### src/include/cpu_params.svh
`ifndef CPU_PARAMS_SVH
`define CPU_PARAMS_SVH

`define DATA_BITS     32
`define OP_CODE_BITS  6
`define REG_ADDR_BITS 5
`define MEM_ADDR_BITS 8

`define OP_CODE_NOP   6'b000000

// register alu ops, group 00.
`define OP_CODE_ADD   6'b000001
`define OP_CODE_SUB   6'b000010
`define OP_CODE_NOT   6'b000011
`define OP_CODE_AND   6'b000100
`define OP_CODE_OR    6'b000101
`define OP_CODE_NAND  6'b000110
`define OP_CODE_NOR   6'b000111
`define OP_CODE_MOV   6'b001000
`define OP_CODE_SAR   6'b001001
`define OP_CODE_SHR   6'b001010
`define OP_CODE_SHL   6'b001011
`define OP_CODE_XOR   6'b001100
`define OP_CODE_TEST  6'b001101
`define OP_CODE_CMP   6'b001110

// immediate forms, same low bits in group 01.
`define OP_CODE_ADDI  6'b010001
`define OP_CODE_SUBI  6'b010010
`define OP_CODE_NOTI  6'b010011
`define OP_CODE_ANDI  6'b010100
`define OP_CODE_ORI   6'b010101
`define OP_CODE_NANDI 6'b010110
`define OP_CODE_NORI  6'b010111
`define OP_CODE_MOVI  6'b011000
`define OP_CODE_SARI  6'b011001
`define OP_CODE_SHRI  6'b011010
`define OP_CODE_SHLI  6'b011011
`define OP_CODE_XORI  6'b011100
`define OP_CODE_TESTI 6'b011101
`define OP_CODE_CMPI  6'b011110

// memory, group 10.
`define OP_CODE_LW    6'b100000
`define OP_CODE_LA    6'b100001
`define OP_CODE_SW    6'b100010
`define OP_CODE_SA    6'b100011

// jumps, group 11.
`define OP_CODE_JMP   6'b110000
`define OP_CODE_JE    6'b110001
`define OP_CODE_JNE   6'b110010
`define OP_CODE_JL    6'b110011
`define OP_CODE_JLE   6'b110100
`define OP_CODE_JG    6'b110101
`define OP_CODE_JGE   6'b110110
`define OP_CODE_JZ    6'b110111
`define OP_CODE_JNZ   6'b111000
`define OP_CODE_JO    6'b111001
`define OP_CODE_JR    6'b111010

`endif

### src/source/instr_decode.sv
`include "cpu_params.svh"

module instr_decode (
  input  logic                      clk,
  input  logic                      reset,
  input  logic                      instr_valid,
  input  logic [`DATA_BITS-1:0]     instr,
  output logic                      exec,
  output logic [`OP_CODE_BITS-1:0]  opcode,
  output logic [`REG_ADDR_BITS-1:0] rs,
  output logic [`REG_ADDR_BITS-1:0] rt,
  output logic [`REG_ADDR_BITS-1:0] rd,
  output logic [`DATA_BITS-1:0]     imm
);

  logic [`DATA_BITS-1:0] instr_q; // held word.

  always_ff @(posedge clk) begin
    if (reset) begin
      exec <= 1'b0;
    end else begin
      exec <= instr_valid; // one exec cycle per strobe.
    end
  end

  always_ff @(posedge clk) begin
    if (instr_valid) begin
      instr_q <= instr;
    end
  end

  assign opcode = instr_q[31:26];
  assign rs     = instr_q[25:21];
  assign rt     = instr_q[20:16];
  assign rd     = instr_q[15:11];
  assign imm    = {{(`DATA_BITS-16){instr_q[15]}}, instr_q[15:0]}; // sign-extended.

endmodule

### config.mk
export PLATFORM = sky130hd
export DESIGN_NAME = instr_decode
export DESIGN_NICKNAME = d
export VERILOG_FILES = /design/src/source/instr_decode.sv
export VERILOG_INCLUDE_DIRS = /design/src /design/src/include
export SDC_FILE = /design/constraint.sdc
export NUM_CORES = 1
export LEC_CHECK = 0
export BUFFER_PORTS_ARGS = -buffer_cell sky130_fd_sc_hd__buf_2
export CORE_MARGIN = 8
export CORE_UTILIZATION = 38
export CTS_CLUSTER_SIZE = 12
export DETAILED_ROUTE_END_ITERATION = 8
export HOLD_SLACK_MARGIN = 0.12
export PLACE_DENSITY = 0.78
export SYNTH_ARGS = -nofsm -noshare
export SYNTH_HDL_FRONTEND = slang
export SYNTH_SLANG_ARGS = --single-unit
export TNS_END_PERCENT = 10
### constraint.sdc
create_clock -name clk -period 1.15 [get_ports clk]
set_input_delay 0.115 -clock clk [delete_from_list [all_inputs] [get_ports clk]]
set_output_delay 0.115 -clock clk [all_outputs]
set_load 0.05 [all_outputs]
==> impl_metrics.csv <==
group,metric,value,unit
synthesis,yosysTopAreaCell,"edfxtp_1",
layout,drive_gt1_share,58.2,%
drt,ant_nets,0,
floorplan,fp.coreArea,2980,µm²
synthesis,ys_types,4,
grt,grt_max_degree,34,
drt,top_layer_used,"met4",
clock_tree,ctsLongestPathBuffers,2,
synthesis,yosys_warnings,0,
placed_design,port_buffers,88,
clock_tree,numClockSinks,33,
synthesis,synth_top_family_by_area,"buffers and inverters",
drt,drtPass1Iterations,4,
setup_path,end_kind,"output pin",
floorplan,die_x,71.1,µm
power,p_leak,0.000897,µW
grt,grt_pass1_vias,882,
synthesis,synth_area,1150,µm²
floorplan,dieArea,5050,µm²
sta,fin_crit_sh,107,%
clock_tree,cts_buffers,5,
grt,grt_overflow,0,
grt,grt_usage,11.9,%
worst_hold_path,hold_path_class,"in2reg",
setup_path,cp_slowest_cell,"edfxtp_1",
sta,tns,-1460,ps
drt,wl_met1,975,µm
drt,viasPerCell,4.18,
layout,antenna_cells,0,
setup_path,path_class,"reg2out",
synthesis,ys_seq_area_share,85.1,%
synthesis,synthAdderAreaFrac,0,%
synthesis,ys_top_cells_by_area,"edfxtp_1, buf_4, dfxtp_1, nor2b_4",
floorplan,die_h,71.1,µm
floorplan,ios,89,
job,maxCapViolations,0,
layout,nets,199,
synthesis,synth_cells,55,
layout,synthToLayoutAreaGrowth,74.3,%
synthesis,synthMuxAreaShare,0,%
clock_tree,cts_tree,"built",
synthesis,synth.net_count,90,
grt,antenna_found_initial,0,
run_status,violations,"negative setup slack",
layout,postLayoutCoreUtil,67.4,%
drt,drc_errors,0,
placed_design,dp.cells,156,
setup_path,crit_fanout,18,
drt,num_vias,828,
setup_path,crit_chain,"buf_12 > buf_6",
layout,layout_common_cells,"buf_2, dlygate4sd3_1, edfxtp_1",
synthesis,post-synth-top-area-fraction,83.4,%
power,powerDensity,1480,nW/µm²
layout,final_cells,198,
layout,layout_commonest_cell,"buf_2",
drt,wl_per_cell,15.1,µm
run_status,status,"finished, violations left",
synthesis,synth-simple-area-share,1.19,%
setup_path,max_stage_delay,440,ps
setup_path,cp.required,1030,ps
synthesis,synth-compound-area-share,0,%
clock_tree,htreeDepth,2,
sta,fmax,811,MHz
drt,first_iter_violations,22,
clock_tree,path_clk_slew,90,ps
placed_design,pre_cts_slack,148,ps
sta,finalCriticalPeriod,1230,ps
floorplan,initial_core_util,38.7,%
power,ir_drop,0.887,mV
sta,setup_violations,18,
setup_path,crit_path_start_kind,"flop",
sta,slew_headroom,82.4,%
drt,routed-wl-met3,392,µm
drt,wirelength,2990,µm
grt,grt_pass1_wl,4490,µm
synthesis,ys_ff_latch,33,
floorplan,rows,20,
clock_tree,cts-root-buf,"clkbuf_4",
placed_design,gp_congestion,0.647,
synthesis,syn_area_per_cell,21.0,µm²
drt,wl_met2,1600,µm
sta,setup_ws,-83.3,ps
sta,hold_viol_final,0,
synthesis,synth_xor_area_share,0,%
setup_path,cp.arrival,1120,ps
sta,rsz0062_at_grt,"true",
sta,worstMarginPinSlew,266,ps
sta,slew_viol_final,0,
[flip-flops by register name, summed over array words and instances (netlist names)]
register and flops:
instr_q 32, exec 1
[metrics by stage]
stage	hold slack [ps]	total power (µW)	instance area (µm²)
2_1_floorplan	179	2110	1150
3_3_place_gp	291	2250	1500
3_5_place_dp	293	2260	1500
4_1_cts	235	3010	2010
5_1_grt	240	3100	2010
6_report	240	2980	2010
[worst max-delay path, delay by kind of cell (launching register included)]
kind,cells,cell delay (ps)
flops,1,440
buf+inv,2,350
[final cells by class]
cell class / instances / area (µm²)
flip-flops and latches: 33 / 981
fillers: 203 / 970
repair buffers: 123 / 923
clock buffers: 8 / 48.8
well taps: 33 / 41.3
multi-input cells: 1 / 13.8
[power breakdown]
group | leakage [µW] | internal [µW] | switching [µW]
Clock | 0.0000265 | 243 | 333
Combinational | 0.000549 | 289 | 666
Sequential | 0.000322 | 1420 | 25.6
Total | 0.000897 | 1950 | 1020
[Yosys cell counts (all sizes together)]
master and number:
buf 21, dfxtp 1, edfxtp 32, nor2b 1
[cell families after synthesis]
| kind of cell | Yosys count |
|---|---|
| flip-flops | 33 |
| AND/OR/NAND/NOR | 1 |
| buffers and inverters | 21 |
[timing repair]
| action | 4_1_cts | 5_1_grt |
|---|---|---|
| setup endpoints to repair | 18 | 18 |
| resized for setup | 36 | 0 |
| hold buffers | 33 | 0 |
| setup buffers | 1 | 0 |
| endpoints found under the hold margin | 33 | 0 |
[worst paths after layout]
kind   startpoint    endpoint  slack [ps]  depth (start not counted)
max   instr_q[15]     imm[16]         -80                          2
min   instr_valid  instr_q[0]         240                          2
[routing by layer]
metal | global-route usage, % | up-vias
li1 | - | 396
met1 | 9.29 | 369
met2 | 22.5 | 59
met3 | 8.33 | 4
met4 | 3.46 | 0
met5 | 0 | -
Note: power is estimated with default switching activity, not from simulation.
