`config.mk`:
```
export PLATFORM = sky130hd
export DESIGN_NAME = register_file
export DESIGN_NICKNAME = d
export VERILOG_FILES = /design/src/source/register_file.sv
export VERILOG_INCLUDE_DIRS = /design/src /design/src/include
export SDC_FILE = /design/constraint.sdc
export NUM_CORES = 2
export LEC_CHECK = 0
export ABC_AREA = 0
export BUFFER_PORTS_ARGS = -buffer_cell sky130_fd_sc_hd__buf_2
export CORE_ASPECT_RATIO = 1.1
export CORE_MARGIN = 2
export CORE_UTILIZATION = 30
export CTS_CLUSTER_SIZE = 10
export DETAILED_ROUTE_END_ITERATION = 8
export PLACE_DENSITY_LB_ADDON = 0.2
export SETUP_SLACK_MARGIN = 0.05
export SYNTH_ARGS = -nofsm -noshare
export SYNTH_HDL_FRONTEND = slang
export SYNTH_SLANG_ARGS = --single-unit
```
`constraint.sdc`:
```
create_clock -name clk -period 2 [get_ports clk]
set_clock_uncertainty 0.1 [all_clocks]
set_input_delay 0.1 -clock clk [delete_from_list [all_inputs] [get_ports clk]]
set_output_delay 0.1 -clock clk [all_outputs]
set_load 0.01 [all_outputs]
```
`src/include/cpu_params.svh`:
```
`ifndef CPU_PARAMS_SVH
`define CPU_PARAMS_SVH

`define DATA_BITS     32
`define OP_CODE_BITS  6
`define REG_ADDR_BITS 5
`define MEM_ADDR_BITS 8

`define OP_CODE_NOP   6'b000000

// register alu ops, group 00.
`define OP_CODE_ADD   6'b000001
`define OP_CODE_SUB   6'b000010
`define OP_CODE_NOT   6'b000011
`define OP_CODE_AND   6'b000100
`define OP_CODE_OR    6'b000101
`define OP_CODE_NAND  6'b000110
`define OP_CODE_NOR   6'b000111
`define OP_CODE_MOV   6'b001000
`define OP_CODE_SAR   6'b001001
`define OP_CODE_SHR   6'b001010
`define OP_CODE_SHL   6'b001011
`define OP_CODE_XOR   6'b001100
`define OP_CODE_TEST  6'b001101
`define OP_CODE_CMP   6'b001110

// immediate forms, same low bits in group 01.
`define OP_CODE_ADDI  6'b010001
`define OP_CODE_SUBI  6'b010010
`define OP_CODE_NOTI  6'b010011
`define OP_CODE_ANDI  6'b010100
`define OP_CODE_ORI   6'b010101
`define OP_CODE_NANDI 6'b010110
`define OP_CODE_NORI  6'b010111
`define OP_CODE_MOVI  6'b011000
`define OP_CODE_SARI  6'b011001
`define OP_CODE_SHRI  6'b011010
`define OP_CODE_SHLI  6'b011011
`define OP_CODE_XORI  6'b011100
`define OP_CODE_TESTI 6'b011101
`define OP_CODE_CMPI  6'b011110

// memory, group 10.
`define OP_CODE_LW    6'b100000
`define OP_CODE_LA    6'b100001
`define OP_CODE_SW    6'b100010
`define OP_CODE_SA    6'b100011

// jumps, group 11.
`define OP_CODE_JMP   6'b110000
`define OP_CODE_JE    6'b110001
`define OP_CODE_JNE   6'b110010
`define OP_CODE_JL    6'b110011
`define OP_CODE_JLE   6'b110100
`define OP_CODE_JG    6'b110101
`define OP_CODE_JGE   6'b110110
`define OP_CODE_JZ    6'b110111
`define OP_CODE_JNZ   6'b111000
`define OP_CODE_JO    6'b111001
`define OP_CODE_JR    6'b111010

`endif

```
`src/source/register_file.sv`:
```
`include "cpu_params.svh"

module register_file (
  input  logic                      clk,
  input  logic                      reset,
  input  logic [`REG_ADDR_BITS-1:0] rs,
  input  logic [`REG_ADDR_BITS-1:0] rt,
  output logic [`DATA_BITS-1:0]     rs_data,
  output logic [`DATA_BITS-1:0]     rt_data,
  input  logic                      write_enable,
  input  logic [`REG_ADDR_BITS-1:0] write_reg,
  input  logic [`DATA_BITS-1:0]     write_data
);

  logic [`DATA_BITS-1:0] regs [2**`REG_ADDR_BITS];

  always_ff @(posedge clk) begin
    if (reset) begin
      for (int i = 0; i < 2**`REG_ADDR_BITS; i++) begin
        regs[i] <= '0;
      end
    end else if (write_enable) begin
      regs[write_reg] <= write_data; // r0 is writable too.
    end
  end

  assign rs_data = regs[rs];
  assign rt_data = regs[rt];

endmodule

```
==> impl_metrics.env <==
export IMPL_largest_reg_flops=1024
export IMPL_dp_hpwl_mm=147
export IMPL_place_congestion=0.852
export IMPL_cp_common_cell="buf_6"
export IMPL_hp_class="in2reg"
export IMPL_period_share_pct=122
export IMPL_clockBufferDepth=3
export IMPL_finalNetCount=4981
export IMPL_wire_per_inst_um=30.1
export IMPL_violations="negative setup slack"
export IMPL_viasPerCell=5.33
export IMPL_synth_area_um2=56500
export IMPL_power_frac_clock_pct=39.7
export IMPL_cts_htree_levels=4
export IMPL_grtUsageTotal_pct=23.1
export IMPL_drc=0
export IMPL_drtIter0Drc=3564
export IMPL_combPwrFrac_pct=14.4
export IMPL_critPathSlowestCell="edfxtp_1"
export IMPL_path_max_fanout=2
export IMPL_root_buffer="clkbuf_16"
export IMPL_ys_ff_latch=1024
export IMPL_synth_cell_type_count=31
export IMPL_setup_viol=64
export IMPL_p_leak_nw=27.2
export IMPL_grt_pass1_vias=40300
export IMPL_routed_via_count=39800
export IMPL_yosysWarnings=0
export IMPL_intPower_mw=40.3
export IMPL_grt_ovfl_total=0
export IMPL_crit_type="reg2out"
export IMPL_crit_family="flip-flops"
export IMPL_period_minus_slack_ns=2.45
export IMPL_clkSinkCount=1024
export IMPL_swShare_pct=27.1
export IMPL_start_kind="flip-flop"
export IMPL_cp_required_ns=1.80
export IMPL_slew_headroom_pct=56.9
export IMPL_drt_pre_antenna_iters=6
export IMPL_mostFrequentLayoutCells="mux2i_1, and2_1, edfxtp_1, buf_4, nand2_1"
export IMPL_synth_top_family_by_area="multiplexers"
export IMPL_drive_gt1_share_pct=19.7
export IMPL_cts_buffers=130
export IMPL_synth_compound_area_share_pct=6.95
export IMPL_synth_seq_area_share_pct=54.5
export IMPL_synth_fa_ha_area_share_pct=0
export IMPL_synthCells=4640
export IMPL_report_final_slew_viol_count=0
export IMPL_yosys_area_share_xor_xnor_pct=0
export IMPL_whs_ns=0.129
export IMPL_final_core_util_pct=37.2
export IMPL_avgSynthCellArea_um2=12.2
export IMPL_seqPwrFrac_pct=45.9
export IMPL_io_pins=114
export IMPL_initial_core_util_pct=30.1
export IMPL_layout_setup_ws_ns=-0.446
export IMPL_antenna_found_initial=26
export IMPL_vdd_drop_max_v=0.000862
export IMPL_cts_tree="done"
export IMPL_cpPeakStageDelay_ns=0.40
export IMPL_grt_pass1_wl_mm=311
export IMPL_regMostFlops="regs"
export IMPL_numPortBuffers=113
export IMPL_clock_fmax_mhz=409
export IMPL_powerDensity_nw_per_um2=793
export IMPL_die_y_um=459
export IMPL_worst_pin_slew_ns=0.647
export IMPL_clkSlewWorstSetupHoldPaths_ns=0.06
export IMPL_grt_max_degree=41
export IMPL_worstPathCellList="mux2i_1 > a22o_1 > nor3_1 > a31oi_1 > nand3_2 > buf_6 > buf_6"
export IMPL_crit_path_end_kind="output port"
export IMPL_rsz0062_at_grt="true"
export IMPL_synth_simple_area_share_pct=16.1
export IMPL_die_x_um=418
export IMPL_arrival_ns=2.25
export IMPL_synth_area_mux_share_pct=18.2
export IMPL_maxCapViolCount=0
export IMPL_cp_num_buf_inv=2
export IMPL_syn_nets=4690
export IMPL_hold_viol_final=0
export IMPL_postRouteAntennaNets=0
export IMPL_rows=167
export IMPL_dieArea_um2=192000
export IMPL_drt_wl_total_mm=225
export IMPL_reg_largest_list="regs: 1024 flops"
export IMPL_status="finished with violations"
export IMPL_switchingPower_mw=15.0
export IMPL_core_area_um2=188000
export IMPL_syn2layout_area_growth_pct=23.5
worst paths after layout:
check / start / endpoint / cells after the start
max: regs[2][27] / rt_data[27] / 7
min: write_reg[3] / regs[7][1] / 5
area by class of cell:
cell class                      instances  area [µm²]
Timing Repair Buffer                  607        7060
Clock inverter                         46         452
Sequential cell                      1024       30700
Clock buffer                          157        3350
Fill cell                           18000      118000
Antenna cell                           13        32.5
Multi-Input combinational cell       3168       25000
Tap cell                             2450        3070
stage by stage:
| stage | setup slack [ns] | instance area (µm²) | instances | TNS (ns) | total power [mW] |
|---|---|---|---|---|---|
| 4_1_cts | -0.502 | 69600 | 7460 | -23.82 | 55.6 |
| 2_1_floorplan | 0.148 | 56500 | 4640 | 0 | 29.4 |
| 6_report | -0.446 | 69700 | 7465 | -18.43 | 55.3 |
| 3_5_place_dp | -0.210 | 64100 | 7266 | -5.49 | 33.1 |
| 3_3_place_gp | -0.192 | 64100 | 7266 | -5.01 | 33.0 |
| 5_1_grt | -0.543 | 69700 | 7454 | -24.68 | 57.0 |
power groups by stage:
| stage | combinational [mW] | clock (mW) | sequential (mW) |
|---|---|---|---|
| floorplan | 3.80 | 0 | 25.6 |
| global placement | 7.26 | 0 | 25.8 |
| detailed placement | 7.27 | 0 | 25.8 |
| CTS | 7.93 | 22.3 | 25.4 |
| global route | 8.34 | 23.1 | 25.5 |
| finish | 7.95 | 22.0 | 25.4 |
synth_stat cells, drive strengths merged:
cell type     n  share of area, %
nor2         36              0.49
or3b          2             0.040
a21oi       192               1.7
clkbuf      259               1.9
nor3         64              0.57
nor2b         4             0.044
edfxtp     1024                54
a22oi       192               2.6
a31oi        64              0.71
and2       1026                11
and2b         1             0.013
nand2       196               1.3
buf         189               2.4
mux2i      1024                18
nand2b        5             0.055
or2          34              0.38
a22o        128               2.0
or3           2             0.031
nand3b        4             0.075
nand3       194               1.7
timing repair:
item	in CTS	in global routing
setup endpoints to repair	64	64
resized for setup	284	29
pin swaps	141	113
endpoints found under the hold margin	1024	0
hold buffers	32	0
buffers inserted	0	2
per-layer routing:
layer	share of wire, %	global-route usage (%)
met2	47	37.8
met5	0	0
met3	5.8	3.44
met4	4.2	9.59
met1	43	30.5
cells by family (layout without fill, tap and decap cells):
family	after synthesis	after routing
AND/OR/NAND/NOR	1568	1568
AO/OA/AOI/OAI	576	576
buffers and inverters	448	810
other	0	13
multiplexers	1024	1024
flip-flops	1024	1024
Power figures use the tool's default switching activity.
