`src/include/cpu_params.svh`:
```
`ifndef CPU_PARAMS_SVH
`define CPU_PARAMS_SVH

`define DATA_BITS     32
`define OP_CODE_BITS  6
`define REG_ADDR_BITS 5
`define MEM_ADDR_BITS 8

`define OP_CODE_NOP   6'b000000

// register alu ops, group 00.
`define OP_CODE_ADD   6'b000001
`define OP_CODE_SUB   6'b000010
`define OP_CODE_NOT   6'b000011
`define OP_CODE_AND   6'b000100
`define OP_CODE_OR    6'b000101
`define OP_CODE_NAND  6'b000110
`define OP_CODE_NOR   6'b000111
`define OP_CODE_MOV   6'b001000
`define OP_CODE_SAR   6'b001001
`define OP_CODE_SHR   6'b001010
`define OP_CODE_SHL   6'b001011
`define OP_CODE_XOR   6'b001100
`define OP_CODE_TEST  6'b001101
`define OP_CODE_CMP   6'b001110

// immediate forms, same low bits in group 01.
`define OP_CODE_ADDI  6'b010001
`define OP_CODE_SUBI  6'b010010
`define OP_CODE_NOTI  6'b010011
`define OP_CODE_ANDI  6'b010100
`define OP_CODE_ORI   6'b010101
`define OP_CODE_NANDI 6'b010110
`define OP_CODE_NORI  6'b010111
`define OP_CODE_MOVI  6'b011000
`define OP_CODE_SARI  6'b011001
`define OP_CODE_SHRI  6'b011010
`define OP_CODE_SHLI  6'b011011
`define OP_CODE_XORI  6'b011100
`define OP_CODE_TESTI 6'b011101
`define OP_CODE_CMPI  6'b011110

// memory, group 10.
`define OP_CODE_LW    6'b100000
`define OP_CODE_LA    6'b100001
`define OP_CODE_SW    6'b100010
`define OP_CODE_SA    6'b100011

// jumps, group 11.
`define OP_CODE_JMP   6'b110000
`define OP_CODE_JE    6'b110001
`define OP_CODE_JNE   6'b110010
`define OP_CODE_JL    6'b110011
`define OP_CODE_JLE   6'b110100
`define OP_CODE_JG    6'b110101
`define OP_CODE_JGE   6'b110110
`define OP_CODE_JZ    6'b110111
`define OP_CODE_JNZ   6'b111000
`define OP_CODE_JO    6'b111001
`define OP_CODE_JR    6'b111010

`endif

```
`src/source/cpu_pkg.sv`:
```
package cpu_pkg;

  // order matches the low opcode bits of the alu groups.
  typedef enum logic [3:0] {
    ALU_OP_NOP, ALU_OP_ADD, ALU_OP_SUB, ALU_OP_NOT,
    ALU_OP_AND, ALU_OP_OR, ALU_OP_NAND, ALU_OP_NOR,
    ALU_OP_MOV, ALU_OP_SAR, ALU_OP_SHR, ALU_OP_SHL,
    ALU_OP_XOR, ALU_OP_TEST, ALU_OP_CMP
  } alu_op_t;

  typedef enum logic [1:0] {
    MEM_OP_NOP, MEM_OP_READ, MEM_OP_WRITE
  } mem_op_t;

  typedef enum logic [3:0] {
    JMP_OP_NOP, JMP_OP_J, JMP_OP_JEQ, JMP_OP_JNE,
    JMP_OP_JL, JMP_OP_JLE, JMP_OP_JG, JMP_OP_JGE,
    JMP_OP_JZ, JMP_OP_JNZ, JMP_OP_JO, JMP_OP_JR
  } jmp_op_t;

  typedef struct packed {
    logic zero;
    logic sign;
    logic overflow;
  } flags_t;

endpackage

```
`src/source/control_unit.sv`:
```
`include "cpu_params.svh"

module control_unit (
  input  logic [`OP_CODE_BITS-1:0] opcode,
  output logic                     reg_dst,
  output logic                     alu_src,
  output logic                     mem_to_reg,
  output logic                     reg_write,
  output logic                     address_src,
  output cpu_pkg::alu_op_t         alu_op,
  output cpu_pkg::mem_op_t         mem_op,
  output cpu_pkg::jmp_op_t         jop
);

  import cpu_pkg::*;

  always_comb begin
    reg_dst     = 1'b0;
    alu_src     = 1'b0;
    mem_to_reg  = 1'b0;
    reg_write   = 1'b0;
    address_src = 1'b0;
    alu_op      = ALU_OP_NOP;
    mem_op      = MEM_OP_NOP;
    jop         = JMP_OP_NOP;

    // coarse decode on the group bits.
    case (opcode[5:4])
      2'b00: begin
        if (opcode != `OP_CODE_NOP) begin
          reg_dst   = 1'b1; // writes rd.
          reg_write = (opcode != `OP_CODE_CMP) && (opcode != `OP_CODE_TEST);
        end
      end
      2'b01: begin
        alu_src   = 1'b1; // immediate operand, writes rt.
        reg_write = (opcode != `OP_CODE_CMPI) && (opcode != `OP_CODE_TESTI);
      end
      2'b10: alu_src = 1'b1; // offset comes from imm.
      default: ;
    endcase

    // per opcode refinement.
    case (opcode)
      `OP_CODE_ADD,  `OP_CODE_ADDI:  alu_op = ALU_OP_ADD;
      `OP_CODE_SUB,  `OP_CODE_SUBI:  alu_op = ALU_OP_SUB;
      `OP_CODE_NOT,  `OP_CODE_NOTI:  alu_op = ALU_OP_NOT;
      `OP_CODE_AND,  `OP_CODE_ANDI:  alu_op = ALU_OP_AND;
      `OP_CODE_OR,   `OP_CODE_ORI:   alu_op = ALU_OP_OR;
      `OP_CODE_NAND, `OP_CODE_NANDI: alu_op = ALU_OP_NAND;
      `OP_CODE_NOR,  `OP_CODE_NORI:  alu_op = ALU_OP_NOR;
      `OP_CODE_MOV,  `OP_CODE_MOVI:  alu_op = ALU_OP_MOV;
      `OP_CODE_SAR,  `OP_CODE_SARI:  alu_op = ALU_OP_SAR;
      `OP_CODE_SHR,  `OP_CODE_SHRI:  alu_op = ALU_OP_SHR;
      `OP_CODE_SHL,  `OP_CODE_SHLI:  alu_op = ALU_OP_SHL;
      `OP_CODE_XOR,  `OP_CODE_XORI:  alu_op = ALU_OP_XOR;
      `OP_CODE_TEST, `OP_CODE_TESTI: alu_op = ALU_OP_TEST;
      `OP_CODE_CMP,  `OP_CODE_CMPI:  alu_op = ALU_OP_CMP;
      `OP_CODE_LW, `OP_CODE_LA: begin
        alu_op      = (opcode == `OP_CODE_LW) ? ALU_OP_ADD : ALU_OP_NOP;
        address_src = (opcode == `OP_CODE_LA); // absolute address.
        mem_to_reg  = 1'b1;
        reg_write   = 1'b1;
        mem_op      = MEM_OP_READ;
      end
      `OP_CODE_SW, `OP_CODE_SA: begin
        alu_op      = (opcode == `OP_CODE_SW) ? ALU_OP_ADD : ALU_OP_NOP;
        address_src = (opcode == `OP_CODE_SA);
        mem_op      = MEM_OP_WRITE;
      end
      `OP_CODE_JMP: jop = JMP_OP_J;
      `OP_CODE_JE:  jop = JMP_OP_JEQ;
      `OP_CODE_JNE: jop = JMP_OP_JNE;
      `OP_CODE_JL:  jop = JMP_OP_JL;
      `OP_CODE_JLE: jop = JMP_OP_JLE;
      `OP_CODE_JG:  jop = JMP_OP_JG;
      `OP_CODE_JGE: jop = JMP_OP_JGE;
      `OP_CODE_JZ:  jop = JMP_OP_JZ;
      `OP_CODE_JNZ: jop = JMP_OP_JNZ;
      `OP_CODE_JO:  jop = JMP_OP_JO;
      `OP_CODE_JR:  jop = JMP_OP_JR;
      default: ;
    endcase
  end

endmodule

```
`config.mk`:
```
export PLATFORM = sky130hd
export DESIGN_NAME = control_unit
export DESIGN_NICKNAME = d
export VERILOG_FILES = /design/src/source/cpu_pkg.sv /design/src/source/control_unit.sv
export VERILOG_INCLUDE_DIRS = /design/src /design/src/include
export SDC_FILE = /design/constraint.sdc
export NUM_CORES = 1
export LEC_CHECK = 0
export BUFFER_PORTS_ARGS = -buffer_cell sky130_fd_sc_hd__buf_2
export CORE_AREA = 10 10 47 49
export DETAILED_ROUTE_END_ITERATION = 12
export DIE_AREA = 0 0 57 59
export GPL_ROUTABILITY_DRIVEN = 0
export SYNTH_ARGS = -nofsm -noshare
export SYNTH_HDL_FRONTEND = slang
export SYNTH_SLANG_ARGS = --single-unit
```
`constraint.sdc`:
```
create_clock -name vclk -period 1.4
set_clock_uncertainty 0.2 [all_clocks]
set_input_delay 0 -clock vclk [all_inputs]
set_output_delay 0 -clock vclk [all_outputs]
set_load 0.005 [all_outputs]
```
==> flow_metrics.py, run 1 <==
metrics = {
    "yosys": {
        "synth.lib_cells_used.distinct": 20,
        "post_synth_most_frequent_cells": "o21ai_0, a31oi_1, ha_1",
        "synthesis.area_per_instance_um2": 7.26,
        "netlist.area_leader.share_pct": 17.2,
        "netlist.top_cell.by_area": "ha_1",
        "yosysMostFrequentCell": "o21ai_0",
        "syn_nets": 50,
        "yosysSeqAreaShare_pct": 0,
        "yosys_warnings": 0,
        "synth.area.top_cells": "ha_1, a31oi_1, o21ai_0",
        "syn-instance-count": 40,
        "synthesis.area_um2": 290,
    },
    "grt": {
        "first_global_vias": 369,
        "pin_count_of_the_biggest_net_entering_global_routing": 15,
        "grt_first_pass_wirelength_um": 1680,
        "overflow": 0,
        "antenna_violations_before_repair": 0,
        "groute.usage.overall_pct": 5.52,
    },
    "finish": {
        "synthToLayoutAreaGrowth_pct": 36.6,
        "nFlopsAndLatches": 0,
        "insertedDiodeCount": 0,
        "stdcell_area_um2": 397,
        "final_layout_size_suffix_gt1_share_pct": 43.1,
        "num-clock-buffers": 0,
        "final_util_pct": 28.3,
        "final_nets": 70,
        "area.sequential_um2": 0,
    },
    "placed_design": {
        "place.detailed.hpwl_um": 759,
        "buffer_ports.inserted": 21,
        "postPlaceCellArea_um2": 397,
    },
    "floorplan": {
        "row_cnt": 14,
        "die_boundary_width_um": 57,
        "boundaryPins": 21,
        "initial_utilization_pct": 20.7,
        "chipHeight_um": 59,
        "die_area_um2": 3360,
        "core_um2": 1400,
    },
    "pwr": {
        "vdd_ir_drop_max_mv": 0.0861,
        "swShare_pct": 55.8,
        "p_leak_nw": 0.217,
        "sequentialPowerShare_pct": 0,
        "combinational_share_of_power_pct": 100.0,
        "internal-power_uw": 45.4,
        "proportion_of_power_drawn_by_the_clock_network_pct": 0,
        "pwr_density_cell_nw_per_um2": 259,
        "total_switching_power_uw": 57.3,
    },
    "detailed_routing": {
        "firstDrtPassIters": 4,
        "routed_wirelength_um": 952,
        "first_iter_violations": 3,
        "routed_via_density": 4.73,
        "drc_errors": 0,
        "ant_nets": 0,
        "routed_wire_length_per_instance_um": 12.9,
        "num_vias": 350,
    },
    "clocking": {
        "cts_hold_buf": 0,
    },
    "setup_path": {
        "critical_path_fanouts_max": 5,
        "path_class": "in2out",
        "worstSetupStartpoint": "opcode[4]",
        "wp_data_required_ps": 1200,
        "arrival_ps": 1000,
        "crit_path_start_kind": "input port",
        "endpoint_kind": "output pin",
    },
    "timing": {
        "finalHoldViolCount": 0,
        "hold_slack_ps": 101,
        "timing.final.setup_violations": 0,
        "setup_total_negative_slack_ps": 0,
        "fmax_mhz": 830,
        "worst_pin_slew_ps": 264,
        "period_minus_slack_ps": 1200,
        "final_max_slew_viol_count": 0,
        "maxSlewHeadroom_pct": 82.4,
        "final.period_utilization_pct": 86.1,
        "rsz_0062_raised_after_global_routing": "false",
    },
    "min_path": {
        "timing.hold.worst.class": "in2out",
        "worstHoldStart": "opcode[1]",
    },
    "status": {
        "outcome": "finished, final reports clean",
    },
    "flow_run": {
        "drv_cap": 0,
    },
}
per-layer routing:
metal / global-route usage, % / routed length, um
met4: 0 / 0
met2: 7.29 / 358
met1: 8.51 / 507
met5: 0 / 0
met3: 1.93 / 85
kinds of logic after synthesis:
| family | count (synthesis) | synth area share (%) |
|---|---|---|
| compound gates | 13 | 29.3 |
| xor+xnor | 2 | 6.04 |
| buf+inv | 6 | 11.6 |
| fa+ha+maj | 4 | 17.2 |
| simple gates | 15 | 35.8 |
layout make-up:
cell class                      instances  area [um^2]
Fill cell                             181         1000
Inverter                                2         7.51
Multi-Input combinational cell         34          256
Tap cell                               16         20.0
Timing Repair Buffer                   22          113
critical path, stage by stage:
cell and delay [ps]:
buf_2 110, inv_1 70, ha_1 220, nor4b_4 230, nor3_1 80, a31oi_1 150, buf_2 140
metrics by stage:
stage	worst slack [ps]	cells	power, mW
6_report	195	74	0.103
5_1_grt	51.3	74	0.121
4_1_cts	182	74	0.104
3_5_place_dp	194	74	0.103
3_3_place_gp	182	74	0.102
2_1_floorplan	491	40	0.0627
final timing paths:
path | end | slack, ps | cells past startpoint
setup / recovery | reg_write | 200 | 7
hold / removal | mem_to_reg | 100 | 3
timing repair:
action,CTS,global route
gates resized for setup,0,1
buffers inserted,0,0
setup endpoints to repair,0,1
layout by cell type, fill, tap and decap left out:
cell and instances:
buf_4 1, a21boi_0 2, a31oi_1 4, inv_1 2, buf_2 21, and3_1 2, nand2_1 3, and3_2 1
o21ai_1 1, xor2_1 2, o41a_1 1, nor3_1 1, nor3b_1 1, o21ai_0 4, nor4b_1 1, nor2_1 3
nand3b_1 1, a21o_2 1, nand4b_1 1, nor4b_4 1, ha_1 4
power by group through the flow:
stage | registers [mW] | clock network, mW | logic [mW]
floorplan | 0 | 0 | 0.0627
detailed placement | 0 | 0 | 0.103
global route | 0 | 0 | 0.121
finish | 0 | 0 | 0.103
CTS | 0 | 0 | 0.104
global placement | 0 | 0 | 0.102
Note: power is estimated with default switching activity, not from simulation.
==> run 2, diff against run 1 <==
--- a/config.mk
+++ b/config.mk
@@ -11,6 +11,7 @@
 export DETAILED_ROUTE_END_ITERATION = 12
 export DIE_AREA = 0 0 57 59
 export GPL_ROUTABILITY_DRIVEN = 0
+export REMOVE_ABC_BUFFERS = 1
 export SYNTH_ARGS = -nofsm -noshare
 export SYNTH_HDL_FRONTEND = slang
 export SYNTH_SLANG_ARGS = --single-unit
==> flow_metrics.py, run 2 (synthesized netlist as in run 1, its figures left out) <==
metrics = {
    "status": {
        "outcome": "finished, final reports clean",
    },
    "finish": {
        "final_nets": 70,
        "synthToLayoutAreaGrowth_pct": 36.6,
        "layout.cells.most_common": "buf_2",
        "layout.filler_cells": 163,
        "multi_input_area_um2": 256,
        "final_util_pct": 28.3,
        "mostFrequentLayoutCells": "buf_2, o21ai_0, a31oi_1, ha_1",
        "final_layout_size_suffix_gt1_share_pct": 43.1,
        "area.sequential_um2": 0,
        "num-clock-buffers": 0,
        "nFlopsAndLatches": 0,
        "insertedDiodeCount": 0,
    },
    "detailed_routing": {
        "firstDrtPassIters": 4,
        "ant_nets": 0,
        "routed_via_density": 4.76,
        "routed_wirelength_um": 979,
        "first_iter_violations": 7,
        "drc_errors": 0,
        "routed_wire_length_per_instance_um": 13.2,
        "num_vias": 352,
    },
    "pwr": {
        "vdd_ir_drop_max_mv": 0.0768,
        "p_leak_nw": 0.217,
        "pwr_density_cell_nw_per_um2": 261,
    },
    "min_path": {
        "min_delay_worst_endpoint": "mem_op[0]",
        "worstHoldStart": "opcode[1]",
        "timing.hold.worst.class": "in2out",
        "holdPathStages": 3,
    },
    "setup_path": {
        "critical_path_fanouts_max": 5,
        "wp_data_required_ps": 1200,
        "crit_path_start_kind": "input port",
        "endpoint_kind": "output pin",
        "arrival_ps": 1010,
        "path_class": "in2out",
        "worstSetupStartpoint": "opcode[4]",
    },
    "clocking": {
        "postCtsSetupRepairBufs": 0,
        "cts_hold_buf": 0,
        "cts_resized": 0,
    },
    "timing": {
        "timing.final.setup_violations": 0,
        "final.period_utilization_pct": 86.5,
        "fmax_mhz": 826,
        "setup_total_negative_slack_ps": 0,
        "finalHoldViolCount": 0,
        "period_minus_slack_ps": 1210,
        "final_max_slew_viol_count": 0,
        "maxSlewHeadroom_pct": 83.7,
        "worst_pin_slew_ps": 241,
        "rsz_0062_raised_after_global_routing": "false",
    },
    "floorplan": {
        "chipHeight_um": 59,
        "boundaryPins": 21,
        "die_boundary_width_um": 57,
        "die_area_um2": 3360,
        "core_um2": 1400,
        "row_cnt": 14,
        "initial_utilization_pct": 20.7,
    },
    "grt": {
        "antenna_violations_before_repair": 0,
        "overflow": 0,
        "groute.usage.overall_pct": 4.86,
        "pin_count_of_the_biggest_net_entering_global_routing": 15,
        "grt_first_pass_wirelength_um": 1470,
        "first_global_vias": 321,
    },
    "placed_design": {
        "buffer_ports.inserted": 21,
        "place.detailed.hpwl_um": 777,
    },
    "flow_run": {
        "drv_cap": 0,
    },
}
==> run 2: worst max path at each step <==
stage | to | slack [ps] | cells past startpoint
floorplan | reg_write | 490 | 5
global placement | alu_op[0] | 180 | 7
detailed placement | alu_op[0] | 190 | 7
CTS | alu_op[0] | 190 | 7
global route | alu_op[0] | 40 | 7
finish | alu_op[0] | 190 | 7
==> run 2: metal layers <==
metal  vias up  global-route usage (%)  wire [um]
li1        184                       -          -
met1       160                    6.22        482
met2         8                    8.99        472
met3         0                   0.429         24
met4         0                       0          0
met5         -                       0          0
==> run 2: area by class of cell <==
cell class / instances / share of cell area, %
timing repair buffer: 22 / 28.4
inverter: 2 / 1.89
tap: 16 / 5.05
multi-input combinational: 34 / 64.7
==> run 2: power breakdown <==
group	internal, mW	switching, mW	leakage [nW]	total, mW
combinational	0.0453	0.0582	0.217	0.104
sequential	0	0	0	0
clock	0	0	0	0
total	0.0453	0.0582	0.217	0.104
==> run 2: per-stage QoR <==
stage,std cells,instance area (um^2),power (mW),hold WS (ps),setup WS (ps)
final,74,397,0.104,167,189
after global routing,74,397,0.115,200,44.0
after CTS,74,397,0.104,171,190
after detailed placement,74,397,0.104,171,190
after global placement,74,397,0.102,162,179
after floorplan,36,264,0.0454,-177,491
==> run 2: critical path, cell delays in order <==
cell and delay (ps):
buf_2 110, inv_1 60, ha_1 240, o21ai_0 200, a21boi_0 190, o21ai_0 80, buf_2 130
==> run 3, diff against run 2 <==
--- a/config.mk
+++ b/config.mk
@@ -11,6 +11,7 @@
 export DETAILED_ROUTE_END_ITERATION = 12
 export DIE_AREA = 0 0 57 59
 export GPL_ROUTABILITY_DRIVEN = 0
+export MAX_ROUTING_LAYER = met4
 export REMOVE_ABC_BUFFERS = 1
 export SYNTH_ARGS = -nofsm -noshare
 export SYNTH_HDL_FRONTEND = slang
==> constraint.sdc (replaced) <==
create_clock -name vclk -period 1.13
set_clock_uncertainty 0.2 [all_clocks]
set_input_delay 0 -clock vclk [all_inputs]
set_output_delay 0 -clock vclk [all_outputs]
set_load 0.005 [all_outputs]
==> flow_metrics.py, run 3 (synthesized netlist as in run 1, its figures left out) <==
metrics = {
    "setup_path": {
        "logic_depth_of_the_worst_setup_path_including_buffers": 5,
        "crit_path_start_kind": "input port",
        "wp_data_required_ps": 930,
        "critical_path.slowest_cell": "o41a_1",
        "path_class": "in2out",
        "endpoint_kind": "output pin",
        "critical_path_fanouts_max": 6,
        "cell_breakdown_of_the_critical_path": "buf_4, o41a_1, nor3_1, a31oi_1, buf_2",
        "timing.critical_path.max_delay_family": "compound AO/OA/AOI/OAI gates",
        "arrival_ps": 920,
        "critPathBufInv": 2,
        "max_stage_delay_ps": 380,
    },
    "floorplan": {
        "die_area_um2": 3360,
        "die_boundary_width_um": 57,
        "chipHeight_um": 59,
        "row_cnt": 14,
        "initial_utilization_pct": 20.7,
        "boundaryPins": 21,
        "core_um2": 1400,
    },
    "finish": {
        "num-clock-buffers": 0,
        "final_nets": 84,
        "stdcell_area_um2": 567,
        "area.sequential_um2": 0,
        "nFlopsAndLatches": 0,
        "layout.cells.most_common": "buf_2",
        "multi_input_area_um2": 285,
        "layout.filler_cells": 155,
        "synthToLayoutAreaGrowth_pct": 95.3,
        "insertedDiodeCount": 0,
        "final_layout_size_suffix_gt1_share_pct": 61.1,
        "mostFrequentLayoutCells": "buf_2, buf_4, buf_6, a31oi_1",
    },
    "detailed_routing": {
        "routed_via_density": 4.63,
        "firstDrtPassIters": 5,
        "num_vias": 407,
        "first_iter_violations": 7,
        "routed_wire_length_per_instance_um": 13.2,
        "drc_errors": 0,
        "routed_wirelength_um": 1170,
        "ant_nets": 0,
    },
    "timing": {
        "final_max_slew_viol_count": 0,
        "fmax_mhz": 897,
        "worst_pin_slew_ps": 234,
        "maxSlewHeadroom_pct": 84.2,
        "finalHoldViolCount": 0,
        "final.period_utilization_pct": 98.7,
        "setup_ws_ps": 14.7,
        "period_minus_slack_ps": 1120,
        "timing.final.setup_violations": 0,
    },
    "placed_design": {
        "placement.setup.worst_slack_ps": -53.9,
        "buffer_ports.inserted": 21,
        "postPlaceCellArea_um2": 479,
        "place.detailed.hpwl_um": 903,
    },
    "min_path": {
        "holdPathStages": 3,
        "timing.hold.worst.class": "in2out",
    },
    "pwr": {
        "total_switching_power_uw": 88.0,
        "swShare_pct": 46.2,
        "proportion_of_power_drawn_by_the_clock_network_pct": 0,
        "p_leak_nw": 0.297,
        "internal-power_uw": 102,
        "vdd_ir_drop_max_mv": 0.138,
        "sequentialPowerShare_pct": 0,
        "combinational_share_of_power_pct": 100.0,
        "pwr_density_cell_nw_per_um2": 336,
    },
    "clocking": {
        "cts_hold_buf": 0,
    },
    "status": {
        "outcome": "finished, final reports clean",
    },
    "grt": {
        "antenna_violations_before_repair": 0,
        "pin_count_of_the_biggest_net_entering_global_routing": 11,
        "grt_first_pass_wirelength_um": 1700,
        "first_global_vias": 402,
        "overflow": 0,
        "groute.usage.overall_pct": 5.81,
    },
    "flow_run": {
        "drv_cap": 0,
    },
}
==> run 3: cell type report <==
class | count | share of cell area (%)
tap | 16 | 3.53
timing repair buffer | 36 | 43.9
inverter | 2 | 2.21
multi-input combinational | 34 | 50.3
==> run 3: stage by stage <==
stage	util [%]	TNS [ps]	hold WS, ps	std cells	total power, mW
6_report	40.4	0	129	88	0.190
5_1_grt	40.4	-53.6	145	88	0.209
4_1_cts	34.4	-37.3	171	85	0.158
3_5_place_dp	34.2	-107	170	85	0.156
3_3_place_gp	34.2	-61.1	164	85	0.153
2_1_floorplan	-	0	-177	36	0.0562
==> run 3: worst paths after layout <==
| path | slack, ps | start | endpoint |
|---|---|---|---|
| hold / removal | 130 | opcode[2] | alu_op[1] |
| setup / recovery | 10 | opcode[2] | reg_write |
==> run 3: what timing repair did <==
item	in CTS	in global routing
endpoints found under the setup margin	2	5
gates resized for setup	2	21
setup buffers	0	3
gates cloned	0	0
pin swaps	1	3
==> run 3: power groups by stage <==
stage               Clock, mW  Combinational, mW  Sequential, mW
floorplan                   0             0.0562               0
global placement            0              0.153               0
detailed placement          0              0.156               0
CTS                         0              0.158               0
global route                0              0.209               0
finish                      0              0.190               0
==> run 3: routing by layer <==
layer  vias up  global-route usage (%)  part of all wire (%)
li1        211                       -                     -
met1       188                    6.50                    39
met2         8                    10.5                    55
met3         0                    1.29                   6.4
met4         0                   0.671                     0
met5         -                       -                     0
